## config.mk

```make
export PLATFORM = sky130hd
export DESIGN_NAME = apb_subsystem
export DESIGN_NICKNAME = d
export VERILOG_FILES = /design/src/hw/apb_periph_pkg.sv /design/src/hw/periph_bus_decoder.sv /design/src/hw/apb_gpio.sv /design/src/hw/soc_control.sv /design/src/hw/pwm_timer.sv /design/src/hw/apb_subsystem.sv
export SDC_FILE = /design/constraint.sdc
export NUM_CORES = 1
export LEC_CHECK = 0
export BUFFER_PORTS_ARGS = -buffer_cell sky130_fd_sc_hd__buf_2
export CAP_MARGIN = 25
export CORE_ASPECT_RATIO = 0.5
export CORE_MARGIN = 8
export CORE_UTILIZATION = 30
export DETAILED_ROUTE_END_ITERATION = 10
export GPL_TIMING_DRIVEN = 0
export PLACE_DENSITY = 0.59
export SLEW_MARGIN = 20
export SYNTH_ARGS = -nofsm -noshare
export SYNTH_HDL_FRONTEND = slang
export SYNTH_SLANG_ARGS = --single-unit
```

## constraint.sdc

```tcl
create_clock -name clk_i -period 2.2 [get_ports clk_i]
set_input_delay 0.22 -clock clk_i [delete_from_list [all_inputs] [get_ports clk_i]]
set_output_delay 0.22 -clock clk_i [all_outputs]
set_load 0.02 [all_outputs]
```

## src/hw/apb_periph_pkg.sv

```systemverilog
/* APB peripheral subsystem definitions */

package apb_periph_pkg;

   localparam int unsigned APB_AW = 32;
   localparam int unsigned APB_DW = 32;

   // Master side of the bus
   typedef struct packed {
      logic [APB_AW-1:0] paddr;
      logic [APB_DW-1:0] pwdata;
      logic              pwrite;
      logic              psel;
      logic              penable;
   } apb_req_t;

   // Slave answer
   typedef struct packed {
      logic [APB_DW-1:0] prdata;
      logic              pready;
      logic              pslverr;
   } apb_rsp_t;

   // Last-level cache configuration
   typedef struct packed {
      logic [31:0] cache_addr_start;
      logic [31:0] cache_addr_end;
      logic [31:0] spm_addr_start;
   } llc_cfg_t;

   // One-cycle cache event strobes
   typedef struct packed {
      logic read_hit;
      logic read_miss;
      logic write_hit;
      logic write_miss;
   } llc_event_t;

   typedef struct packed {
      logic rstn;
      logic en_sa_boot;
      logic fetch_en;
   } cluster_ctrl_t;

   // Region codes matched against paddr[15:12]
   localparam logic [3:0] REGION_GPIO    = 4'd0;
   localparam logic [3:0] REGION_SOCCTRL = 4'd1;
   localparam logic [3:0] REGION_PWM     = 4'd2;

   // Word offsets in paddr[5:2]
   localparam logic [3:0] GPIO_DIR = 4'd0;
   localparam logic [3:0] GPIO_OUT = 4'd1;
   localparam logic [3:0] GPIO_IN  = 4'd2;

   localparam logic [3:0] SOC_CLUSTER     = 4'd0;
   localparam logic [3:0] SOC_CACHE_START = 4'd1;
   localparam logic [3:0] SOC_CACHE_END   = 4'd2;
   localparam logic [3:0] SOC_SPM_START   = 4'd3;
   localparam logic [3:0] SOC_RD_HIT      = 4'd4;
   localparam logic [3:0] SOC_RD_MISS     = 4'd5;
   localparam logic [3:0] SOC_WR_HIT      = 4'd6;
   localparam logic [3:0] SOC_WR_MISS     = 4'd7;

   localparam logic [3:0] PWM_CTRL   = 4'd0;
   localparam logic [3:0] PWM_PERIOD = 4'd1;
   // Four compare registers follow from here
   localparam logic [3:0] PWM_CMP0   = 4'd2;

endpackage

```

## src/hw/periph_bus_decoder.sv

```systemverilog
/* Peripheral bus decoder */

`timescale 1ns/1ns

module periph_bus_decoder
   import apb_periph_pkg::*;
(
   input  logic     clk_i,
   input  logic     rst_n_i,

   input  apb_req_t req_i,
   output apb_rsp_t rsp_o,

   output apb_req_t gpio_req_o,
   output apb_req_t soc_req_o,
   output apb_req_t pwm_req_o,

   input  apb_rsp_t gpio_rsp_i,
   input  apb_rsp_t soc_rsp_i,
   input  apb_rsp_t pwm_rsp_i
);

   logic [3:0] region;
   logic       access;

   assign region = req_i.paddr[15:12];
   assign access = req_i.psel & req_i.penable;

   // Psel goes only to the addressed peer
   always_comb begin
      gpio_req_o      = req_i;
      soc_req_o       = req_i;
      pwm_req_o       = req_i;
      gpio_req_o.psel = req_i.psel && (region == REGION_GPIO);
      soc_req_o.psel  = req_i.psel && (region == REGION_SOCCTRL);
      pwm_req_o.psel  = req_i.psel && (region == REGION_PWM);
   end

   always_comb begin
      case (region)
         REGION_GPIO: begin
            rsp_o = gpio_rsp_i;
         end
         REGION_SOCCTRL: begin
            rsp_o = soc_rsp_i;
         end
         REGION_PWM: begin
            rsp_o = pwm_rsp_i;
         end
         default: begin
            // Nothing mapped here
            rsp_o.prdata  = '0;
            rsp_o.pready  = access;
            rsp_o.pslverr = access;
         end
      endcase
   end

   a_one_peer: assert property (
      @(posedge clk_i) disable iff (!rst_n_i)
      $onehot0({gpio_req_o.psel, soc_req_o.psel, pwm_req_o.psel})
   ) else $error("more than one peer selected");

endmodule

```

## src/hw/apb_gpio.sv

```systemverilog
/* GPIO register block */

`timescale 1ns/1ns

module apb_gpio
   import apb_periph_pkg::*;
#(
   parameter int unsigned NUM_GPIO = 32
) (
   input  logic                clk_i,
   input  logic                rst_n_i,

   input  apb_req_t            req_i,
   output apb_rsp_t            rsp_o,

   input  logic [NUM_GPIO-1:0] gpio_in_i,
   output logic [NUM_GPIO-1:0] gpio_out_o,
   output logic [NUM_GPIO-1:0] gpio_oe_o
);

   logic [NUM_GPIO-1:0] dir_q;
   logic [NUM_GPIO-1:0] out_q;
   logic [NUM_GPIO-1:0] sync_q1;
   logic [NUM_GPIO-1:0] sync_q2;
   logic [3:0]          offset;
   logic                wr_en;

   assign offset = req_i.paddr[5:2];
   assign wr_en  = req_i.psel & req_i.penable & req_i.pwrite;

   always_ff @(posedge clk_i or negedge rst_n_i) begin
      if (!rst_n_i) begin
         dir_q <= '0;
         out_q <= '0;
      end else if (wr_en) begin
         // GPIO_IN is read only
         case (offset)
            GPIO_DIR: dir_q <= req_i.pwdata[NUM_GPIO-1:0];
            GPIO_OUT: out_q <= req_i.pwdata[NUM_GPIO-1:0];
            default: ;
         endcase
      end
   end

   // Two-stage pad synchronizer
   always_ff @(posedge clk_i or negedge rst_n_i) begin
      if (!rst_n_i) begin
         sync_q1 <= '0;
         sync_q2 <= '0;
      end else begin
         sync_q1 <= gpio_in_i;
         sync_q2 <= sync_q1;
      end
   end

   always_comb begin
      case (offset)
         GPIO_DIR: rsp_o.prdata = APB_DW'(dir_q);
         GPIO_OUT: rsp_o.prdata = APB_DW'(out_q);
         GPIO_IN:  rsp_o.prdata = APB_DW'(sync_q2);
         default:  rsp_o.prdata = '0;
      endcase
   end

   // Zero wait states
   assign rsp_o.pready  = req_i.psel & req_i.penable;
   assign rsp_o.pslverr = 1'b0;

   assign gpio_oe_o  = dir_q;
   assign gpio_out_o = out_q & dir_q;

   a_out_needs_oe: assert property (
      @(posedge clk_i) disable iff (!rst_n_i)
      (gpio_out_o & ~gpio_oe_o) == '0
   ) else $error("gpio driven high on an input pin");

endmodule

```

## src/hw/soc_control.sv

```systemverilog
/* SoC control and cache event counters */

`timescale 1ns/1ns

module soc_control
   import apb_periph_pkg::*;
(
   input  logic          clk_i,
   input  logic          rst_n_i,

   input  apb_req_t      req_i,
   output apb_rsp_t      rsp_o,

   input  llc_event_t    llc_event_i,
   output cluster_ctrl_t cluster_o,
   output llc_cfg_t      llc_cfg_o
);

   cluster_ctrl_t cluster_q;
   llc_cfg_t      cfg_q;
   logic [31:0]   cnt_q [4];
   logic [3:0]    evt;
   logic [3:0]    clr;
   logic [3:0]    offset;
   logic          wr_en;

   assign offset = req_i.paddr[5:2];
   assign wr_en  = req_i.psel & req_i.penable & req_i.pwrite;

   // Counter order follows the offsets 4 to 7
   assign evt = {llc_event_i.write_miss, llc_event_i.write_hit,
                 llc_event_i.read_miss, llc_event_i.read_hit};

   always_comb begin
      for (int i = 0; i < 4; i++) begin
         clr[i] = wr_en && (offset == SOC_RD_HIT + 4'(i));
      end
   end

   always_ff @(posedge clk_i or negedge rst_n_i) begin
      if (!rst_n_i) begin
         cluster_q <= '0;
         cfg_q     <= '0;
      end else if (wr_en) begin
         case (offset)
            SOC_CLUSTER: begin
               cluster_q.rstn       <= req_i.pwdata[0];
               cluster_q.en_sa_boot <= req_i.pwdata[1];
               cluster_q.fetch_en   <= req_i.pwdata[2];
            end
            SOC_CACHE_START: cfg_q.cache_addr_start <= req_i.pwdata;
            SOC_CACHE_END:   cfg_q.cache_addr_end   <= req_i.pwdata;
            SOC_SPM_START:   cfg_q.spm_addr_start   <= req_i.pwdata;
            default: ;
         endcase
      end
   end

   // Saturating event counters; a clear wins over an event
   always_ff @(posedge clk_i or negedge rst_n_i) begin
      if (!rst_n_i) begin
         for (int i = 0; i < 4; i++) begin
            cnt_q[i] <= '0;
         end
      end else begin
         for (int i = 0; i < 4; i++) begin
            if (clr[i]) begin
               cnt_q[i] <= '0;
            end else if (evt[i] && (cnt_q[i] != '1)) begin
               cnt_q[i] <= cnt_q[i] + 32'd1;
            end
         end
      end
   end

   always_comb begin
      case (offset)
         SOC_CLUSTER: begin
            rsp_o.prdata = APB_DW'({cluster_q.fetch_en, cluster_q.en_sa_boot,
                                    cluster_q.rstn});
         end
         SOC_CACHE_START: rsp_o.prdata = cfg_q.cache_addr_start;
         SOC_CACHE_END:   rsp_o.prdata = cfg_q.cache_addr_end;
         SOC_SPM_START:   rsp_o.prdata = cfg_q.spm_addr_start;
         SOC_RD_HIT:      rsp_o.prdata = cnt_q[0];
         SOC_RD_MISS:     rsp_o.prdata = cnt_q[1];
         SOC_WR_HIT:      rsp_o.prdata = cnt_q[2];
         SOC_WR_MISS:     rsp_o.prdata = cnt_q[3];
         default:         rsp_o.prdata = '0;
      endcase
   end

   assign rsp_o.pready  = req_i.psel & req_i.penable;
   assign rsp_o.pslverr = 1'b0;

   assign cluster_o = cluster_q;
   assign llc_cfg_o = cfg_q;

   for (genvar g = 0; g < 4; g++) begin : gen_cnt_chk
      a_cnt_stable: assert property (
         @(posedge clk_i) disable iff (!rst_n_i)
         (!evt[g] && !clr[g]) |=> $stable(cnt_q[g])
      ) else $error("event counter %0d moved without cause", g);
   end

endmodule

```

## src/hw/pwm_timer.sv

```systemverilog
/* Four channel PWM timer */

`timescale 1ns/1ns

module pwm_timer
   import apb_periph_pkg::*;
#(
   parameter int unsigned PWM_CNT_W = 16
) (
   input  logic       clk_i,
   input  logic       rst_n_i,

   input  apb_req_t   req_i,
   output apb_rsp_t   rsp_o,

   output logic [3:0] pwm_o
);

   logic                 en_q;
   logic [PWM_CNT_W-1:0] period_q;
   logic [PWM_CNT_W-1:0] cmp_q [4];
   logic [PWM_CNT_W-1:0] cnt_q;
   logic [3:0]           offset;
   logic [3:0]           cmp_idx;
   logic                 wr_en;
   logic                 is_cmp;

   assign offset  = req_i.paddr[5:2];
   assign cmp_idx = offset - PWM_CMP0;
   assign is_cmp  = (offset >= PWM_CMP0) && (offset <= PWM_CMP0 + 4'd3);
   assign wr_en   = req_i.psel & req_i.penable & req_i.pwrite;

   always_ff @(posedge clk_i or negedge rst_n_i) begin
      if (!rst_n_i) begin
         en_q     <= 1'b0;
         period_q <= '0;
         for (int i = 0; i < 4; i++) begin
            cmp_q[i] <= '0;
         end
      end else if (wr_en) begin
         if (offset == PWM_CTRL) begin
            en_q <= req_i.pwdata[0];
         end else if (offset == PWM_PERIOD) begin
            period_q <= req_i.pwdata[PWM_CNT_W-1:0];
         end else if (is_cmp) begin
            cmp_q[cmp_idx[1:0]] <= req_i.pwdata[PWM_CNT_W-1:0];
         end
      end
   end

   // Restarts on a period write so it never runs past a shrunk period
   always_ff @(posedge clk_i or negedge rst_n_i) begin
      if (!rst_n_i) begin
         cnt_q <= '0;
      end else if (!en_q || (wr_en && offset == PWM_PERIOD)) begin
         cnt_q <= '0;
      end else if (cnt_q >= period_q) begin
         cnt_q <= '0;
      end else begin
         cnt_q <= cnt_q + 1'b1;
      end
   end

   always_comb begin
      for (int n = 0; n < 4; n++) begin
         pwm_o[n] = en_q && (cnt_q < cmp_q[n]);
      end
   end

   always_comb begin
      if (offset == PWM_CTRL) begin
         rsp_o.prdata = APB_DW'(en_q);
      end else if (offset == PWM_PERIOD) begin
         rsp_o.prdata = APB_DW'(period_q);
      end else if (is_cmp) begin
         rsp_o.prdata = APB_DW'(cmp_q[cmp_idx[1:0]]);
      end else begin
         rsp_o.prdata = '0;
      end
   end

   assign rsp_o.pready  = req_i.psel & req_i.penable;
   assign rsp_o.pslverr = 1'b0;

   a_cnt_in_period: assert property (
      @(posedge clk_i) disable iff (!rst_n_i)
      en_q |-> (cnt_q <= period_q)
   ) else $error("pwm counter beyond period");

endmodule

```

## src/hw/apb_subsystem.sv

```systemverilog
/* APB peripheral subsystem top */

`timescale 1ns/1ns

module apb_subsystem
   import apb_periph_pkg::*;
#(
   parameter int unsigned NUM_GPIO  = 32,
   parameter int unsigned PWM_CNT_W = 16
) (
   input  logic                clk_i,
   input  logic                rst_n_i,

   input  apb_req_t            apb_req_i,
   output apb_rsp_t            apb_rsp_o,

   input  logic [NUM_GPIO-1:0] gpio_in_i,
   output logic [NUM_GPIO-1:0] gpio_out_o,
   output logic [NUM_GPIO-1:0] gpio_oe_o,

   input  llc_event_t          llc_event_i,
   output cluster_ctrl_t       cluster_o,
   output llc_cfg_t            llc_cfg_o,

   output logic [3:0]          pwm_o
);

   apb_req_t gpio_req, soc_req, pwm_req;
   apb_rsp_t gpio_rsp, soc_rsp, pwm_rsp;

   periph_bus_decoder i_periph_bus_decoder (
      .clk_i      ( clk_i     ),
      .rst_n_i    ( rst_n_i   ),
      .req_i      ( apb_req_i ),
      .rsp_o      ( apb_rsp_o ),
      .gpio_req_o ( gpio_req  ),
      .soc_req_o  ( soc_req   ),
      .pwm_req_o  ( pwm_req   ),
      .gpio_rsp_i ( gpio_rsp  ),
      .soc_rsp_i  ( soc_rsp   ),
      .pwm_rsp_i  ( pwm_rsp   )
   );

   apb_gpio #(
      .NUM_GPIO ( NUM_GPIO )
   ) i_apb_gpio (
      .clk_i      ( clk_i      ),
      .rst_n_i    ( rst_n_i    ),
      .req_i      ( gpio_req   ),
      .rsp_o      ( gpio_rsp   ),
      .gpio_in_i  ( gpio_in_i  ),
      .gpio_out_o ( gpio_out_o ),
      .gpio_oe_o  ( gpio_oe_o  )
   );

   soc_control i_soc_control (
      .clk_i       ( clk_i       ),
      .rst_n_i     ( rst_n_i     ),
      .req_i       ( soc_req     ),
      .rsp_o       ( soc_rsp     ),
      .llc_event_i ( llc_event_i ),
      .cluster_o   ( cluster_o   ),
      .llc_cfg_o   ( llc_cfg_o   )
   );

   pwm_timer #(
      .PWM_CNT_W ( PWM_CNT_W )
   ) i_pwm_timer (
      .clk_i   ( clk_i   ),
      .rst_n_i ( rst_n_i ),
      .req_i   ( pwm_req ),
      .rsp_o   ( pwm_rsp ),
      .pwm_o   ( pwm_o   )
   );

endmodule

```

==> key figures, run 1 <==
Route
  • Antenna-violating nets left: 0
  • Vias per cell: 5.51
  • WL per Instance: 23.8 um
  • Via count: 20300
  • DRC violations left: 0
  • Routed wire length: 87700 um
  • DR iter-0 viols: 2216
  • DR pass1 iterations: 9

Min path
  • Hold Path Class: primary input to flop

Pwr
  • Comb pwr share: 10.4%
  • P_sw: 5220 uW
  • Sw Share: 26.7%
  • Maximum vdd ir drop: 0.588 mV
  • P_int: 14400 uW
  • Pwr Density: 629 nW/um2
  • Share of total power in the clock network: 42.9%
  • Leak pwr: 0.0141 uW
  • Sequential Power Share: 46.6%

Die
  • Core box area: 77000 um2
  • Die X: 410 um
  • Starting density of the core: 30.2%
  • Total die area: 87300 um2
  • Die height: 213 um
  • # IOs: 306
  • Row Count: 72

Place
  • HPWL after DPL: 63700 um
  • Place WS: -1060 ps
  • Area after DPL: 26100 um2
  • IO Port Bufs: 267
  • GP Congestion: 0.949
  • Dpl cells: 3399

Timing
  • Slew HR: 42.3%
  • Final cycle utilization of the critical path: 127%
  • RSZ-0062 raised after global routing: true
  • Crit path time final: 2790 ps
  • Final setup viols: 36
  • Worst-Margin Slew: 859 ps
  • Final Max Tran Viols: 0
  • Clock skew: 31.2 ps
  • Fmax: 358 MHz
  • Final-report hold violation count: 0
  • TNS Setup: -9830 ps
  • Setup WS post-layout: -590 ps

Final layout
  • Final Util: 40.4%
  • Non-Filler Instances: 3688
  • Final Cell Area: 31100 um2
  • Ant. Diodes: 0
  • FILL cells: 7349
  • Multi-input logic area: 12000 um2
  • Layout cells sized above 1: 40.1%
  • Register area: 11400 um2
  • Area delta synth->final: 33.7%
  • Final net count: 2801

Global route
  • GRT Util Overall: 19.1%
  • Global-route wire length before repair: 128000 um
  • Largest net degree at the start of global routing: 93
  • Antenna violations before repair: 0
  • Vias in the first global route: 20100
  • Total grt overflow: 0

Logic synthesis
  • Async set or reset register ratio after synthesis: 100%
  • Number of library cell types mapped by synthesis: 76
  • Ys Warns: 0
  • Commonest register cell after synthesis: dfrtp_1
  • Synthesized netlist net count: 2276
  • Post-synth EDFFs: 0
  • Yosys top cell area share: 48.6%
  • Largest cells by area after synthesis: dfrtp_1, mux2_2, ha_1
  • #FFs+latches synth: 452
  • Avg Cell Area, Syn: 11.1 um2
  • Mapped Cells: 2090
  • Register area share after synthesis: 48.6%
  • Syn Std Cell Area: 23300 um2
  • Synth area leader: dfrtp_1

Worst setup path
  • Crit path DAT: 2570 ps
  • CP Class: flop to output port
  • Worst EP required: 1980 ps
  • Element type at the critical path start: flop
  • Crit. End Element: output port
  • Reg2reg setup slack: 10 ps
  • Crit path cell chain: mux4_2 > a222oi_1 > o22ai_1 > or2_4 > buf_6
  • Crit-path slowest cell: mux4_2
  • CP peak stage delay: 510 ps
  • CP Max Fanout: 2

Clock tree
  • TritonCTS clock tree: built
  • CTS Buffer Depth: 3
  • CTS root buf: clkbuf_16
  • Clk slew on worst S/H paths: 70 ps
  • Clk sinks: 452
  • Num CTS Buffers: 46
  • H-tree depth: 2
  • Clock Latency Late Sink: 610 ps

Status
  • Violated checks: negative setup slack
  • Outcome: finished, violations left

Flow run
  • Max-cap violation count: 0
-- timing repair --
| action | in CTS | in global routing |
|---|---|---|
| hold buffers | 60 | 0 |
| resized for setup | 286 | 163 |
| setup endpoints to repair | 152 | 143 |
| pin swaps | 94 | 91 |
| setup buffers | 86 | 62 |
| endpoints found under the hold margin | 400 | 0 |
| cloned | 1 | 5 |
-- cell families after synthesis --
| group | count (synthesis) | share of synthesized area (%) |
|---|---|---|
| multiplexers | 255 | 13.1 |
| AO/OA/AOI/OAI | 425 | 13.1 |
| flip-flops | 452 | 48.6 |
| XOR/XNOR | 62 | 2.33 |
| adder cells (fa/ha/maj) | 81 | 4.36 |
| buffers and inverters | 221 | 4.08 |
| AND/OR/NAND/NOR | 594 | 14.4 |
-- power groups by stage --
stage / Clock (uW) / Sequential [uW] / Combinational [uW]
final: 8400 / 9130 / 2050
after global routing: 8860 / 9160 / 2220
after global placement: 0 / 9270 / 1510
after detailed placement: 0 / 9270 / 1580
after CTS: 8510 / 9100 / 1890
after floorplan: 0 / 9140 / 867
-- cell usage after synthesis, drive strengths merged (4+ instances only) --
cell type  instances
xor2              20
a21oi             82
or3               52
mux4              16
ha                81
and2              41
a211oi            19
nand4             60
nor4              20
a22oi             85
nor3              38
o21ai             68
dfrtp            452
and4              19
and3              39
o22ai             18
nor2             105
nand3b             5
o31ai             24
or2                5
clkbuf            72
or4               24
a222oi            62
mux2i             10
xnor2             42
mux2             229
nor2b              5
inv               94
o311ai             4
a21o              17
nand3             55
o211ai             6
a31oi             17
buf               55
nand2             97
nand2b            21
-- worst paths after layout --
| kind | start | to | cells past startpoint |
|---|---|---|---|
| max | i_pwm_timer.cmp_q[16] | apb_rsp_o[2] | 5 |
| max in group asynchronous | rst_n_i | i_pwm_timer.cnt_q[2] | 4 |
| max reg2reg | i_soc_control.cnt_q[64] | i_soc_control.cnt_q[65] | 9 |
| min reg2reg | i_apb_gpio.sync_q1[18] | i_apb_gpio.sync_q2[18] | 0 |
| min in group asynchronous | rst_n_i | i_soc_control.llc_cfg_o[81] | 2 |
| min | llc_event_i[2] | i_soc_control.cnt_q[79] | 4 |
-- stage by stage --
step                power (uW)  hold slack (ps)
finish                   19600             66.1
global route             20200             91.5
CTS                      19500             43.1
detailed placement       10800              159
global placement         10800              329
floorplan                10000            -75.6
-- worst max-delay path: cells and delay by family (launching register included) --
| family | cells | cell delay, ps |
|---|---|---|
| AO/OA/AOI/OAI | 2 | 630 |
| flip-flops | 1 | 390 |
| AND/OR/NAND/NOR | 1 | 320 |
| multiplexers | 1 | 510 |
| buffers and inverters | 1 | 130 |
-- layout by cell type, fill, tap and decap left out, drive strengths merged, types with 18 or more instances in the layout --
cell type and n:
buf 480, dfrtp 452, mux2 229, clkbuf 128, nor2 105, nand2 97, inv 94, a22oi 85
a21oi 82, ha 81, o21ai 68, a222oi 62, dlygate4sd3 60, nand4 60, nand3 55, or3 52
xnor2 42, and2 41, and3 39, nor3 38, or4 24, o31ai 24, nand2b 21, xor2 20
nor4 20, and4 19, a211oi 19, o22ai 18
-- metal layers --
layer / part of all wire (%) / vias up / GRT usage, %
li1: - / 8919 / -
met1: 39 / 10300 / 23.2
met2: 49 / 843 / 33.0
met3: 5.9 / 225 / 2.36
met5: 0 / - / 0
met4: 6.1 / 0 / 10.5
-- cell type report --
class,instances,share of cell area (%)
plain buffers,118,2.71
clock buffers,64,4.27
clock inverters,21,0.917
inverters,94,1.13
multi-input cells,1417,38.7
flip-flops and latches,452,36.5
well taps,1036,4.17
repair buffers,486,11.6
-- state kept, by name, indices dropped and copies added (netlist names) --
register,flops
i_soc_control.llc_cfg_o,96
i_apb_gpio.out_q,32
i_pwm_timer.cnt_q,16
i_soc_control.cnt_q,128
i_apb_gpio.sync_q2,32
i_apb_gpio.gpio_oe_o,32
i_pwm_timer.period_q,16
i_apb_gpio.sync_q1,32
i_pwm_timer.cmp_q,64
i_pwm_timer.en_q,1
i_soc_control.cluster_o,3
Note: power is estimated with default switching activity, not from simulation.
==> inputs of run 2 (changes only) <==
Settings changed: CELL_PAD_IN_SITES_DETAIL_PLACEMENT set to 0, CELL_PAD_IN_SITES_GLOBAL_PLACEMENT set to 1, PLACE_DENSITY 0.59 to 0.68, SKIP_LAST_GASP set to 1.
==> key figures, run 2 (same netlist as run 1, synthesis figures left out) <==
Status
  • Outcome: finished, violations left
  • Violated checks: negative setup slack

Timing
  • Final Max Tran Viols: 0
  • Final cycle utilization of the critical path: 123%
  • Final setup viols: 30
  • Crit path time final: 2700 ps
  • RSZ-0062 raised after global routing: true
  • Worst-Margin Slew: 1070 ps
  • TNS Setup: -8300 ps
  • Fmax: 370 MHz
  • Clock skew: 27.8 ps
  • Setup WS post-layout: -501 ps
  • Final-report hold violation count: 0
  • Slew HR: 28.5%

Final layout
  • Final Cell Area: 30700 um2
  • Commonest non-fill, non-tap cell in the layout: dfrtp_1
  • Largest reg by FF count: i_soc_control.cnt_q
  • Layout cells sized above 1: 39.3%
  • Most frequent cells in the layout: dfrtp_1, buf_2, mux2_2, buf_4
  • Area delta synth->final: 31.8%
  • Final net count: 2787
  • Max FFs per register: 128
  • FILL cells: 7573

Global route
  • Largest net degree at the start of global routing: 97
  • GRT Util Overall: 19.8%
  • Global-route wire length before repair: 133000 um
  • Total grt overflow: 0
  • Vias in the first global route: 20200
  • Antenna violations before repair: 2

Clock tree
  • Clock Latency Late Sink: 620 ps
  • CTS Buffer Depth: 3
  • Num CTS Buffers: 46
  • TritonCTS clock tree: built
  • CTS root buf: clkbuf_16
  • Clk slew on worst S/H paths: 70 ps
  • Clk sinks: 452
  • H-tree depth: 2

Die
  • Die X: 410 um
  • Row Count: 72
  • Die height: 213 um
  • Total die area: 87300 um2
  • Core box area: 77000 um2
  • Starting density of the core: 30.2%
  • # IOs: 306

Route
  • WL per Instance: 24.7 um
  • DR pass1 iterations: 9
  • Routed wire length: 90500 um
  • DRC violations left: 0
  • Vias per cell: 5.50
  • Via count: 20200
  • Antenna-violating nets left: 0
  • DR iter-0 viols: 1856

Min path
  • Worst Hold Depth: 3
  • Hold Path Class: primary input to flop

Worst setup path
  • CP Class: flop to output port
  • Crit path DAT: 2480 ps
  • Element type at the critical path start: flop
  • Worst EP required: 1980 ps
  • Worst r2r path cells: 7
  • CP Max Fanout: 3
  • Crit. End Element: output port

Pwr
  • Maximum vdd ir drop: 0.534 mV
  • Pwr Density: 619 nW/um2
  • Leak pwr: 0.0139 uW
  • Power, Total: 19000 uW

Place
  • IO Port Bufs: 267
  • HPWL after DPL: 66000 um
  • GP Congestion: 0.939
  • Area after DPL: 26100 um2

Flow run
  • Max-cap violation count: 0
run 2: power by group:
part           internal [uW]  switching (uW)  total (uW)
clock                   4170            3610        7770
sequential              8680             517        9200
combinational            828            1180        2010
run 2: timing repair:
action | 4_1_cts | 5_1_grt
endpoints found under the setup margin | 173 | 145
gates resized for setup | 263 | 160
setup buffers | 78 | 51
pin swaps | 85 | 87
endpoints found under the hold margin | 351 | 0
cloned | 3 | 5
hold buffers | 58 | 0
run 2: worst paths after layout:
path,from,end,slack [ps]
hold reg to reg,i_apb_gpio.sync_q1[8],i_apb_gpio.sync_q2[8],340
hold / removal,apb_req_i[12],i_pwm_timer.period_q[9],20
min in group asynchronous,rst_n_i,i_apb_gpio.gpio_oe_o[28],130
max in group asynchronous,rst_n_i,i_apb_gpio.out_q[9],510
setup reg to reg,i_soc_control.cnt_q[36],i_soc_control.cnt_q[53],0
setup / recovery,i_pwm_timer.cmp_q[48],apb_rsp_o[2],-500
run 2: final cells by class:
| class | count | area, um2 | share of cell area [%] |
|---|---|---|---|
| clock buffer | 61 | 1300 | 4.23 |
| multi-input combinational | 1419 | 11900 | 38.8 |
| sequential | 452 | 11400 | 37.1 |
| tap | 1036 | 1300 | 4.23 |
| antenna | 1 | 2.50 | 0.00816 |
| inverter | 94 | 353 | 1.15 |
| clock inverter | 19 | 129 | 0.420 |
| timing repair buffer | 468 | 3450 | 11.3 |
| buffer | 120 | 873 | 2.85 |
run 2: metrics by stage:
step | setup slack, ps | cells | util [%] | hold WS (ps)
2_1_floorplan | 14.5 | 2090 | - | -75.6
3_3_place_gp | -8690 | 3393 | 33.6 | 329
3_5_place_dp | -1480 | 3401 | 33.8 | 151
4_1_cts | -528 | 3616 | 38.4 | 6.29
5_1_grt | -580 | 3670 | 39.8 | 34.3
6_report | -501 | 3670 | 39.8 | 18.0
run 2: worst max-delay path, cell delays in order (launching register included):
cell and delay [ps]:
dfrtp_1 410, mux4_2 530, a222oi_1 350, o22ai_1 140
or2_4 300, buf_6 130
run 2: per-layer routing:
| layer | vias up | track usage [%] | share of wire (%) |
|---|---|---|---|
| met1 | 10400 | 24.8 | 41 |
| met4 | 4 | 8.27 | 4.8 |
| met2 | 662 | 34.6 | 49 |
| li1 | 8895 | - | - |
| met3 | 191 | 2.60 | 5.2 |
| met5 | - | 0 | 0.048 |
